**config.mk**
```make
export PLATFORM = sky130hd
export DESIGN_NAME = bp_top
export DESIGN_NICKNAME = d
export VERILOG_FILES = /design/src/hdl/bp_pkg.sv /design/src/hdl/bp_upd_if.sv /design/src/hdl/ex_buffer.sv /design/src/hdl/dir_table.sv /design/src/hdl/target_table.sv /design/src/hdl/pred_merge.sv /design/src/hdl/bp_top.sv
export SDC_FILE = /design/constraint.sdc
export NUM_CORES = 2
export LEC_CHECK = 0
export ABC_AREA = 1
export BUFFER_PORTS_ARGS = -buffer_cell sky130_fd_sc_hd__buf_2
export CAP_MARGIN = 5
export CORE_UTILIZATION = 40
export CTS_BUF_LIST = sky130_fd_sc_hd__clkbuf_8
export DETAILED_ROUTE_END_ITERATION = 10
export SETUP_SLACK_MARGIN = 0.5
export SLEW_MARGIN = 40
export SYNTH_ARGS = -nofsm -noshare
export SYNTH_HDL_FRONTEND = slang
export SYNTH_HIERARCHICAL = 1
export SYNTH_SLANG_ARGS = --single-unit
export TNS_END_PERCENT = 5
```
**constraint.sdc**
```tcl
create_clock -name clk -period 5.7 [get_ports clk]
set_input_delay 0 -clock clk [delete_from_list [all_inputs] [get_ports clk]]
set_output_delay 0 -clock clk [all_outputs]
set_load 0.005 [all_outputs]
```
**src/hdl/bp_pkg.sv**
```systemverilog
// shared widths and branch-kind codes; pc values are 30-bit word addresses
package bp_pkg;

    // word address width
    localparam int PC_W = 30;

    // branch-kind code width
    localparam int KIND_W = 3;

    // branch kinds as resolved by execute
    localparam logic [KIND_W-1:0] KIND_NOT = 3'd0;

    // conditional direct branch, the only kind the direction table trains on
    localparam logic [KIND_W-1:0] KIND_DIRECT = 3'd1;

    localparam logic [KIND_W-1:0] KIND_CALL = 3'd2;

    localparam logic [KIND_W-1:0] KIND_RET = 3'd3;

    localparam logic [KIND_W-1:0] KIND_INDIRECT = 3'd4;

    localparam logic [KIND_W-1:0] KIND_OTHER = 3'd5;

    // weakly not taken
    localparam logic [1:0] CTR_RESET = 2'b01;

endpackage

```
**src/hdl/bp_upd_if.sv**
```systemverilog
// at most one merged training update per cycle; there is no ready because the tables always accept
`timescale 1ns/100ps

interface bp_upd_if;
    import bp_pkg::*;

    logic              valid;
    logic [PC_W-1:0]   pc;
    logic              taken;
    logic [KIND_W-1:0] kind;
    logic [PC_W-1:0]   npc;

    // buffer side
    modport src (output valid, pc, taken, kind, npc);

    // table side
    modport dst (input valid, pc, taken, kind, npc);

endinterface

```
**src/hdl/ex_buffer.sv**
```systemverilog
// DEPTH must be a power of two >= 4; upstream must never push into a full queue
`timescale 1ns/100ps

module ex_buffer #(
    parameter int DEPTH = 8
) (
    input  logic                      clk,
    input  logic                      rstn,
    input  logic                      stall,
    input  logic                      ex0_valid,
    input  logic [bp_pkg::PC_W-1:0]   ex0_pc,
    input  logic                      ex0_taken,
    input  logic [bp_pkg::KIND_W-1:0] ex0_kind,
    input  logic [bp_pkg::PC_W-1:0]   ex0_npc,
    input  logic                      ex1_valid,
    input  logic [bp_pkg::PC_W-1:0]   ex1_pc,
    input  logic                      ex1_taken,
    input  logic [bp_pkg::KIND_W-1:0] ex1_kind,
    input  logic [bp_pkg::PC_W-1:0]   ex1_npc,
    bp_upd_if.src                     upd
);
    import bp_pkg::*;

    localparam int PTR_W = $clog2(DEPTH);
    localparam int CNT_W = PTR_W + 1;

    logic [PC_W-1:0]   q_pc    [DEPTH];
    logic              q_taken [DEPTH];
    logic [KIND_W-1:0] q_kind  [DEPTH];
    logic [PC_W-1:0]   q_npc   [DEPTH];

    logic [PTR_W-1:0]  head;
    logic [PTR_W-1:0]  head_nxt;
    logic [PTR_W-1:0]  tail;
    logic [PTR_W-1:0]  wr1_ptr;
    logic [CNT_W-1:0]  count;
    logic [CNT_W-1:0]  n_push;
    logic [CNT_W-1:0]  n_pop;
    logic              push0;
    logic              push1;
    logic [PC_W-1:0]   m_pc;
    logic              m_taken;
    logic [KIND_W-1:0] m_kind;
    logic [PC_W-1:0]   m_npc;

    // highest-priority kind of the pair
    function automatic logic [KIND_W-1:0] kind_prio(input logic [KIND_W-1:0] a,
                                                     input logic [KIND_W-1:0] b);
        if (a == KIND_DIRECT || b == KIND_DIRECT)
            return KIND_DIRECT;
        if (a == KIND_CALL || b == KIND_CALL)
            return KIND_CALL;
        if (a == KIND_RET || b == KIND_RET)
            return KIND_RET;
        if (a == KIND_INDIRECT || b == KIND_INDIRECT)
            return KIND_INDIRECT;
        if (a == KIND_OTHER || b == KIND_OTHER)
            return KIND_OTHER;
        return KIND_NOT;
    endfunction

    // ex0 always goes in ahead of ex1
    assign push0    = !stall && ex0_valid;
    assign push1    = !stall && ex1_valid;
    assign n_push   = CNT_W'(push0) + CNT_W'(push1);
    assign wr1_ptr  = push0 ? tail + PTR_W'(1) : tail;
    assign head_nxt = head + PTR_W'(1);

    // pc bit0 set at the head means a packet of one
    always_comb begin
        n_pop = '0;
        if (count != '0 && q_pc[head][0])
            n_pop = CNT_W'(1);
        else if (count >= CNT_W'(2) && !q_pc[head][0])
            n_pop = CNT_W'(2);
    end

    always_comb begin
        m_pc = q_pc[head];
        if (q_pc[head][0]) begin
            m_taken = q_taken[head];
            m_kind  = q_kind[head];
            m_npc   = q_npc[head];
        end else begin
            m_taken = q_taken[head] | q_taken[head_nxt];
            m_kind  = kind_prio(q_kind[head], q_kind[head_nxt]);
            m_npc   = q_taken[head] ? q_npc[head] : q_npc[head_nxt];
        end
    end

    always_ff @(posedge clk or negedge rstn) begin
        if (!rstn) begin
            head      <= '0;
            tail      <= '0;
            count     <= '0;
            upd.valid <= 1'b0;
        end else begin
            head      <= head + PTR_W'(n_pop);
            tail      <= tail + PTR_W'(n_push);
            count     <= count + n_push - n_pop;
            upd.valid <= (n_pop != '0);
        end
    end

    always_ff @(posedge clk) begin
        if (push0) begin
            q_pc[tail]    <= ex0_pc;
            q_taken[tail] <= ex0_taken;
            q_kind[tail]  <= ex0_kind;
            q_npc[tail]   <= ex0_npc;
        end
        if (push1) begin
            q_pc[wr1_ptr]    <= ex1_pc;
            q_taken[wr1_ptr] <= ex1_taken;
            q_kind[wr1_ptr]  <= ex1_kind;
            q_npc[wr1_ptr]   <= ex1_npc;
        end
        if (n_pop != '0) begin
            upd.pc    <= m_pc;
            upd.taken <= m_taken;
            upd.kind  <= m_kind;
            upd.npc   <= m_npc;
        end
    end

    // slots freed by this cycle's pop may be reused by this cycle's push
    a_no_overflow: assert property (@(posedge clk) disable iff (!rstn)
        (n_push != '0) |-> (count - n_pop + n_push <= CNT_W'(DEPTH)))
        else $error("ex_buffer: push overflows the queue");

endmodule

```
**src/hdl/dir_table.sv**
```systemverilog
// untagged counters indexed by the low IDX_W pc bits; only DIRECT updates train them
`timescale 1ns/100ps

module dir_table #(
    parameter int IDX_W = 4
) (
    input  logic                    clk,
    input  logic                    rstn,
    input  logic [bp_pkg::PC_W-1:0] fetch_pc,
    bp_upd_if.dst                   upd,
    output logic [1:0]              ctr
);
    import bp_pkg::*;

    localparam int ENTRIES = 1 << IDX_W;

    logic [1:0]       ctrs [ENTRIES];
    logic [IDX_W-1:0] wr_idx;
    logic [1:0]       cur;

    assign wr_idx = upd.pc[IDX_W-1:0];
    assign cur    = ctrs[wr_idx];

    // read sees the old value while a write is in flight
    assign ctr = ctrs[fetch_pc[IDX_W-1:0]];

    always_ff @(posedge clk or negedge rstn) begin
        if (!rstn) begin
            for (int i = 0; i < ENTRIES; i++)
                ctrs[i] <= CTR_RESET;
        end else if (upd.valid && upd.kind == KIND_DIRECT) begin
            // saturate at 0 and 3
            if (upd.taken && cur != 2'b11)
                ctrs[wr_idx] <= cur + 2'b01;
            else if (!upd.taken && cur != 2'b00)
                ctrs[wr_idx] <= cur - 2'b01;
        end
    end

endmodule

```
**src/hdl/target_table.sv**
```systemverilog
// direct mapped with IDX_W + TAG_W no wider than the pc; only taken updates allocate
`timescale 1ns/100ps

module target_table #(
    parameter int IDX_W = 4,
    parameter int TAG_W = 6
) (
    input  logic                      clk,
    input  logic                      rstn,
    input  logic [bp_pkg::PC_W-1:0]   fetch_pc,
    bp_upd_if.dst                     upd,
    output logic                      hit,
    output logic [bp_pkg::PC_W-1:0]   target,
    output logic [bp_pkg::KIND_W-1:0] kind
);
    import bp_pkg::*;

    localparam int ENTRIES = 1 << IDX_W;

    logic              ent_valid  [ENTRIES];
    logic [TAG_W-1:0]  ent_tag    [ENTRIES];
    logic [PC_W-1:0]   ent_target [ENTRIES];
    logic [KIND_W-1:0] ent_kind   [ENTRIES];

    logic [IDX_W-1:0]  rd_idx;
    logic [TAG_W-1:0]  rd_tag;
    logic [IDX_W-1:0]  wr_idx;
    logic [TAG_W-1:0]  wr_tag;
    logic              wr_en;

    assign rd_idx = fetch_pc[IDX_W-1:0];
    assign rd_tag = fetch_pc[IDX_W +: TAG_W];
    assign wr_idx = upd.pc[IDX_W-1:0];
    assign wr_tag = upd.pc[IDX_W +: TAG_W];

    // a not-taken update leaves the entry as it was
    assign wr_en = upd.valid && upd.taken;

    assign hit    = ent_valid[rd_idx] && (ent_tag[rd_idx] == rd_tag);
    assign target = ent_target[rd_idx];
    assign kind   = ent_kind[rd_idx];

    always_ff @(posedge clk or negedge rstn) begin
        if (!rstn) begin
            for (int i = 0; i < ENTRIES; i++)
                ent_valid[i] <= 1'b0;
        end else if (wr_en) begin
            ent_valid[wr_idx] <= 1'b1;
        end
    end

    always_ff @(posedge clk) begin
        if (wr_en) begin
            ent_tag[wr_idx]    <= wr_tag;
            ent_target[wr_idx] <= upd.npc;
            ent_kind[wr_idx]   <= upd.kind;
        end
    end

    // a taken packet from the buffer always carries some branch kind
    a_taken_has_kind: assert property (@(posedge clk) disable iff (!rstn)
        wr_en |-> (upd.kind != KIND_NOT))
        else $error("target_table: taken update with kind NOT");

endmodule

```
**src/hdl/pred_merge.sv**
```systemverilog
// prediction is registered, so it belongs to the fetch_pc of the previous cycle
`timescale 1ns/100ps

module pred_merge (
    input  logic                      clk,
    input  logic                      rstn,
    input  logic [bp_pkg::PC_W-1:0]   fetch_pc,
    input  logic [1:0]                ctr,
    input  logic                      hit,
    input  logic [bp_pkg::PC_W-1:0]   target,
    input  logic [bp_pkg::KIND_W-1:0] kind,
    output logic                      pred_taken,
    output logic [bp_pkg::KIND_W-1:0] pred_kind,
    output logic [bp_pkg::PC_W-1:0]   pred_npc
);
    import bp_pkg::*;

    logic uncond;
    logic take;

    assign uncond = (kind == KIND_CALL) || (kind == KIND_RET) ||
                    (kind == KIND_INDIRECT) || (kind == KIND_OTHER);

    // conditional branches follow the counter msb
    assign take = hit && (uncond || (kind == KIND_DIRECT && ctr[1]));

    always_ff @(posedge clk or negedge rstn) begin
        if (!rstn)
            pred_taken <= 1'b0;
        else
            pred_taken <= take;
    end

    always_ff @(posedge clk) begin
        pred_kind <= hit ? kind : KIND_NOT;
        pred_npc  <= take ? target : fetch_pc + PC_W'(1);
    end

endmodule

```
**src/hdl/bp_top.sv**
```systemverilog
// no back-pressure toward execute; DEPTH must cover the worst run of incomplete packets
`timescale 1ns/100ps

module bp_top #(
    parameter int DEPTH = 8,
    parameter int IDX_W = 4,
    parameter int TAG_W = 6
) (
    input  logic                      clk,
    input  logic                      rstn,
    input  logic                      stall,
    input  logic                      ex0_valid,
    input  logic [bp_pkg::PC_W-1:0]   ex0_pc,
    input  logic                      ex0_taken,
    input  logic [bp_pkg::KIND_W-1:0] ex0_kind,
    input  logic [bp_pkg::PC_W-1:0]   ex0_npc,
    input  logic                      ex1_valid,
    input  logic [bp_pkg::PC_W-1:0]   ex1_pc,
    input  logic                      ex1_taken,
    input  logic [bp_pkg::KIND_W-1:0] ex1_kind,
    input  logic [bp_pkg::PC_W-1:0]   ex1_npc,
    input  logic [bp_pkg::PC_W-1:0]   fetch_pc,
    output logic                      upd_valid,
    output logic [bp_pkg::PC_W-1:0]   upd_pc,
    output logic                      upd_taken,
    output logic [bp_pkg::KIND_W-1:0] upd_kind,
    output logic [bp_pkg::PC_W-1:0]   upd_npc,
    output logic                      pred_taken,
    output logic [bp_pkg::KIND_W-1:0] pred_kind,
    output logic [bp_pkg::PC_W-1:0]   pred_npc
);

    bp_upd_if upd_bus ();

    logic [1:0]                ctr;
    logic                      tt_hit;
    logic [bp_pkg::PC_W-1:0]   tt_target;
    logic [bp_pkg::KIND_W-1:0] tt_kind;

    assign upd_valid = upd_bus.valid;
    assign upd_pc    = upd_bus.pc;
    assign upd_taken = upd_bus.taken;
    assign upd_kind  = upd_bus.kind;
    assign upd_npc   = upd_bus.npc;

    ex_buffer #(.DEPTH(DEPTH)) ex_buffer_i (
        .clk       (clk),
        .rstn      (rstn),
        .stall     (stall),
        .ex0_valid (ex0_valid),
        .ex0_pc    (ex0_pc),
        .ex0_taken (ex0_taken),
        .ex0_kind  (ex0_kind),
        .ex0_npc   (ex0_npc),
        .ex1_valid (ex1_valid),
        .ex1_pc    (ex1_pc),
        .ex1_taken (ex1_taken),
        .ex1_kind  (ex1_kind),
        .ex1_npc   (ex1_npc),
        .upd       (upd_bus.src)
    );

    dir_table #(.IDX_W(IDX_W)) dir_table_i (
        .clk      (clk),
        .rstn     (rstn),
        .fetch_pc (fetch_pc),
        .upd      (upd_bus.dst),
        .ctr      (ctr)
    );

    target_table #(.IDX_W(IDX_W), .TAG_W(TAG_W)) target_table_i (
        .clk      (clk),
        .rstn     (rstn),
        .fetch_pc (fetch_pc),
        .upd      (upd_bus.dst),
        .hit      (tt_hit),
        .target   (tt_target),
        .kind     (tt_kind)
    );

    pred_merge pred_merge_i (
        .clk        (clk),
        .rstn       (rstn),
        .fetch_pc   (fetch_pc),
        .ctr        (ctr),
        .hit        (tt_hit),
        .target     (tt_target),
        .kind       (tt_kind),
        .pred_taken (pred_taken),
        .pred_kind  (pred_kind),
        .pred_npc   (pred_npc)
    );

endmodule

```
==> Yosys cells after proc, flatten, opt, wreduce, memory -nomap -nowiden <==
Memories as Yosys holds them, arrays and structs flattened.
Cells that the tools add are included.
{ "word_totals": {"mem_bits_rw": 1136, "memories": 7, "input_bits": 163, "word_cells": 177, "regBits": 157} }
{ "op_classes": {"bitwise_logic": 4, "n_lt_le_gt_ge": 4, "eq_ne": 18, "n_mux": 62, "addsub": 10, "reduce_logical": 29} }
{ "mem_list": {"columns": ["name", "depth", "width", "read_ports", "rd_ports_with_merged_regs", "write_ports", "line_no", "rtl"], "rows": [
  ["target_table_i.ent_target", 16, 30, 1, 0, 1, "target_table.sv:22", "logic [PC_W-1:0] ent_target [ENTRIES];"],
  ["ex_buffer_i.q_npc", 8, 30, 2, 0, 2, "ex_buffer.sv:30", "logic [PC_W-1:0] q_npc [DEPTH];"],
  ["ex_buffer_i.q_pc", 8, 30, 1, 0, 2, "ex_buffer.sv:27", "logic [PC_W-1:0] q_pc [DEPTH];"],
  ["target_table_i.ent_tag", 16, 6, 1, 0, 1, "target_table.sv:21", "logic [TAG_W-1:0] ent_tag [ENTRIES];"],
  ["target_table_i.ent_kind", 16, 3, 1, 0, 1, "target_table.sv:23", "logic [KIND_W-1:0] ent_kind [ENTRIES];"],
  ["ex_buffer_i.q_kind", 8, 3, 2, 0, 2, "ex_buffer.sv:29", "logic [KIND_W-1:0] q_kind [DEPTH];"],
  ["1 more memories", null, null, null, null, null, null, null]
]} }
{ "op_table": {"columns": ["cell", "n"], "rows": [
  ["$mux 30", 3],
  ["$bwmux 32", 2],
  ["$mux 32", 2],
  ["$mux 3", 13],
  ["$add 30x1->30 const B", 1],
  ["$mux 1", 30],
  ["$eq 3x2->1 const B", 6],
  ["$eq 3x3->1 const B", 6],
  ["$bmux 2 s4", 2],
  ["$or 16x16->16", 1],
  ["$mux 2", 7],
  ["$eq 3x1->1 const B", 4],
  ["$logic_and 1x1->1", 12],
  ["$ge 5x5->1 const B", 2],
  ["$not 4->5", 2],
  ["$logic_or 1x1->1", 9],
  ["$demux 2 s4", 1],
  ["$reduce_bool 4->1", 2],
  ["$add 3x1->3 const B", 2],
  ["$add 3x3->3", 2],
  ["$eq 6x6->1", 1],
  ["$lt 5x1->1 const B", 1],
  ["$add 4x4->4", 1],
  ["$bmux 1 s4", 1],
  ["other kinds (11)", 14]
]} }

==> Logic depth before layout (Yosys ltp) <==
An unclocked memory read counts as a cell.
{ "depth": {"depth_word": 26, "depth_mapped": 20, "depth_no_buf": 19} }

==> Hierarchy <==
The synthesis kept the hierarchy.
{ "by_module_without_submodules": {"columns": ["module", "area_each_um2", "seq_area_each_um2", "instances", "cells_each"], "rows": [
  ["ex_buffer", 31168.6, 17571.9, 1, 3469],
  ["target_table", 25251.7, 19138.4, 1, 1890],
  ["dir_table", 2065.7, 820.8, 1, 318],
  ["pred_merge", 1974.4, 685.7, 1, 310]
]} }

==> Worst setup path before layout <==
OpenSTA, ideal clock, no wires.
{ "synth_path": {"kind": "reg-to-reg", "startpoint": "reg ex_buffer_i.head[0]", "endpoint": "reg ex_buffer_i.upd.valid", "path_stages_with_launch": 9, "synth_period_minus_slack_ns": 6.355, "setup_time_ns": 0.600, "arrival_time_ns": 5.755, "slack_ns": -0.655, "path_cell_list": "dfrtp_1 > buf_6 > inv_4 > nor2_1 > o22ai_1 > inv_1 > o21ai_4 > inv_2 > o21ai_0"} }
{ "synth_via": {"elab_chain_cells": 6, "word_cells_on_any_way": 7} }
{ "synth_lines": {"columns": ["item", "line_no", "rtl"], "rows": [
  ["start: declaration", "ex_buffer.sv:32", "logic [PTR_W-1:0] head;"],
  ["start signal: assignment", "ex_buffer.sv:98", "head <= head + PTR_W'(n_pop);"],
  ["$mem_v2 8x30 (*)", null, null],
  ["$logic_not 1->1", "ex_buffer.sv:74", "else if (count >= CNT_W'(2) && !q_pc[head][0])"],
  ["$logic_and 1x1->1", "ex_buffer.sv:74", null],
  ["$mux 2", "ex_buffer.sv:74", null],
  ["$mux 2 (*)", "ex_buffer.sv:72", "if (count != '0 && q_pc[head][0])"],
  ["$reduce_bool 4->1 (*)", "ex_buffer.sv:101", "upd.valid <= (n_pop != '0);"],
  ["end signal: assignment", "ex_buffer.sv:101", null],
  ["end: declaration", "bp_upd_if.sv:14", "modport src (output valid, pc, taken, kind, npc);"]
]} }
Every way passes the cells marked *; elsewhere a longest branch is shown, timed or not.
A chain may end at the register's enable or synchronous reset.

==> Final worst setup path <==
{ "layout_path": {"startpoint": "in fetch_pc[0] in the netlist's numbering", "endpoint": "reg pred_merge_i/pred_npc[15] in the netlist's numbering"} }
{ "layout_via": {"word_cells_on_any_way": 25} }
{ "layout_rtl": {"columns": ["item", "line_no", "rtl"], "rows": [
  ["start: declaration", "bp_top.sv:22", "input logic [bp_pkg::PC_W-1:0] fetch_pc,"],
  ["branches (longest 4 deep; another with $mem_v2 16x6)", null, null],
  ["$logic_and 1x1->1 (*)", "target_table.sv:39", "assign hit = ent_valid[rd_idx] && (ent_tag[rd_idx] == rd_tag);"],
  ["named net tt_hit", "bp_top.sv:36", "logic tt_hit;"],
  ["$logic_and 1x1->1 (*)", "pred_merge.sv:25", "assign take = hit && (uncond || (kind == KIND_DIRECT && ctr[1]));"],
  ["$mux 30 (*)", "pred_merge.sv:36", "pred_npc <= take ? target : fetch_pc + PC_W'(1);"],
  ["end signal: assignment", "pred_merge.sv:36", null],
  ["end: declaration", "pred_merge.sv:14", "output logic [bp_pkg::PC_W-1:0] pred_npc"]
]} }
Mark *: on every way through the listed nets, which the timed path passes. The select of a mux whose other input is x is not followed.

==> results.yml <==
run_status:
  outcome: "finished clean"
worst_setup_path:
  crit_end: "pred_merge_i/pred_npc[15]"
  regToRegStartpoint: "ex_buffer_i/tail[1]"
  slowest_stage: "buf_4"
  required_ns: 6.51
  path_class: "in2reg"
  endpoint_kind: "flop"
  r2r-end: "ex_buffer_i/q_npc[1][8]"
  cpPeakStageDelay_ns: 0.70
  path_cells: "dlygate4sd3_1 > buf_8 > buf_4 > nand2_1 > nand3_1 > nand3_1 > nand3_1 > nand2_1 > nand2_1 > nand2_1 > nor2_1 > nand2_1 > nor2_2 > nand3_1 > buf_4 > inv_2 > nor2_1 > nand2_1 > dlygate4sd3_1 > nand2_1 > dlygate4sd3_1"
  arrival_ns: 5.07
  path_max_fanout: 101
  r2r.worst_path.cells: 8
  crit_start: "fetch_pc[0]"
  start_kind: "input port"
  r2r_slack_ns: 1.77
  path_common_cell: "nand2_1"
pwr:
  finalPower_mw: 33.2
  peakVddDrop_v: 0.000326
  leakagePower_nw: 27.0
  powerDensity_mw_per_mm2: 467
timing:
  max_freq_mhz: 235
  relSlewSlack_pct: 42.0
  setup_viol: 0
  fin_crit_ns: 4.26
  slew_viol_final: 0
  fin_skew_ns: 0.0378
  finalHoldViolCount: 0
  rsz0062_at_grt: "no"
  tightest_slew_ns: 0.870
  fin_crit_sh_pct: 74.8
  setup_tns_ns: 0
final_layout:
  synthToLayoutAreaGrowth_pct: 17.8
  nets: 6624
  drive_gt1_share_pct: 11.9
route:
  dr_total_vias: 47300
  drc: 0
  via_per_inst: 5.47
  drt_wl_total_um: 184000
  wire_per_inst_um: 21.3
  drt_pass1_iterations: 6
  dr.first_iter.drc_count: 4353
  antenna_left: 0
clocking:
  clkTransAtPathRegs_ns: 0.07
  clock_path_buffers: 3
  post_cts_buffers: 0
  cts_buffers: 211
  clock_sinks: 1293
  ctsRootBufferMaster: "clkbuf_8"
  clock_latency_ns: 0.92
  cts_tree: "done"
  htree_num_levels: 4
floorplanning:
  die_y_um: 390
  dieArea_mm2: 0.152
  die_w_um: 390
  rows: 142
  initial_core_util_pct: 40.3
  io_pins: 262
  core_mm2: 0.150
synth:
  yosysWarnings: 6
  netlist_area_mm2: 0.0603
  synth_nets: 6136
  synth_cells: 5956
  syn_area_per_cell_um2: 10.1
place:
  portBuffers: 261
  gp_congestion: 0.833
  hpwlAfterDp_um: 102000
grt:
  grt_pass1_vias: 45200
  antenna_found_initial: 11
  grt_first_pass_wirelength_um: 276000
  grt_usage_pct: 23.7
  grt_max_degree: 157
  grt-ovfl-total: 0
flow_run:
  maxCapViolCount: 0
min_path:
  hold_path.class: "in2reg"
cell usage in the layout, fill, tap and decap left out, types with 28 or more instances in the layout:
cell              n
a21oi_1         129
a31oi_1          29
buf_2           258
buf_4            64
clkbuf_8        223
clkinv_1         56
dfrtp_1          41
dfxtp_1          33
dlygate4sd3_1   389
edfxtp_1       1200
inv_1           354
nand2_1        1198
nand3_1         209
nor2_1          682
nor2_4           28
o211ai_1         32
o21ai_0        1081
o21ai_1         125
o221ai_1        132
o22ai_1          80
where the power goes:
group          leakage (nW)  internal [mW]  switching [mW]
clock                  2.27           3.80            3.81
combinational          12.8           3.37            7.54
sequential             11.9           13.2            1.41
per-stage QoR:
stage / setup slack (ns) / cell area, um2 / std cells / hold WS (ns) / utilization [%]
floorplan: 0.0157 / 60300 / 5956 / -0.296 / -
global placement: 1.92 / 62600 / 7835 / -0.128 / 41.8
detailed placement: 1.99 / 63200 / 7855 / -0.124 / 42.2
CTS: 1.61 / 71000 / 8633 / 0.00157 / 47.4
global route: 1.04 / 71000 / 8640 / 0.0391 / 47.4
finish: 1.44 / 71100 / 8641 / 0.0579 / 47.4
metal layers:
layer	part of all wire [%]	track usage (%)	up-vias
met5	0.037	0	-
met4	2.6	7.97	10
met3	8.4	4.10	369
met2	47	38.9	2157
met1	42	31.7	22900
li1	-	-	21900
final cells by class:
type | instances | area [um2]
diodes | 4 | 10.0
clock buffers | 223 | 3070
clock inverters | 167 | 853
fillers | 13600 | 78700
inverters | 295 | 1130
multi-input cells | 3892 | 18900
flip-flops and latches | 1293 | 38200
well taps | 2016 | 2520
repair buffers | 751 | 6370
flip-flops by register name, indices dropped and copies added, names as in the netlist, 30 cells and up, named ones only:
register and count:
target_table_i/ent_target 480, ex_buffer_i/q_npc 240, ex_buffer_i/q_pc 240, target_table_i/ent_tag 96, target_table_i/ent_kind 48, ex_buffer_i/upd.npc 30
ex_buffer_i/upd.pc 30, pred_merge_i/pred_npc 30
worst min-delay path by stage:
stage / start / cells past startpoint / slack, ns / to
6_report: ex0_npc[21] / 4 / 0.06 / ex_buffer_i/q_npc[5][21]
5_1_grt: ex0_npc[13] / 4 / 0.04 / ex_buffer_i/q_npc[0][13]
4_1_cts: ex1_npc[6] / 4 / 0.002 / ex_buffer_i/q_npc[7][6]
3_5_place_dp: rstn / 1 / -0.12 / ex_buffer_i/tail[0]
3_3_place_gp: rstn / 1 / -0.13 / ex_buffer_i/tail[0]
2_1_floorplan: rstn / 0 / -0.30 / dir_table_i/ctrs[11]
timing repair:
| action | in CTS | in global routing |
|---|---|---|
| gates resized for setup | 0 | 0 |
| hold endpoints to repair | 606 | 1 |
| hold buffers | 388 | 1 |
worst max-delay path, delay by kind of cell:
kind	cells	cell delay, ns
buf+inv	7	3.59
simple gates	14	1.32
Power figures use the tool's default switching activity.
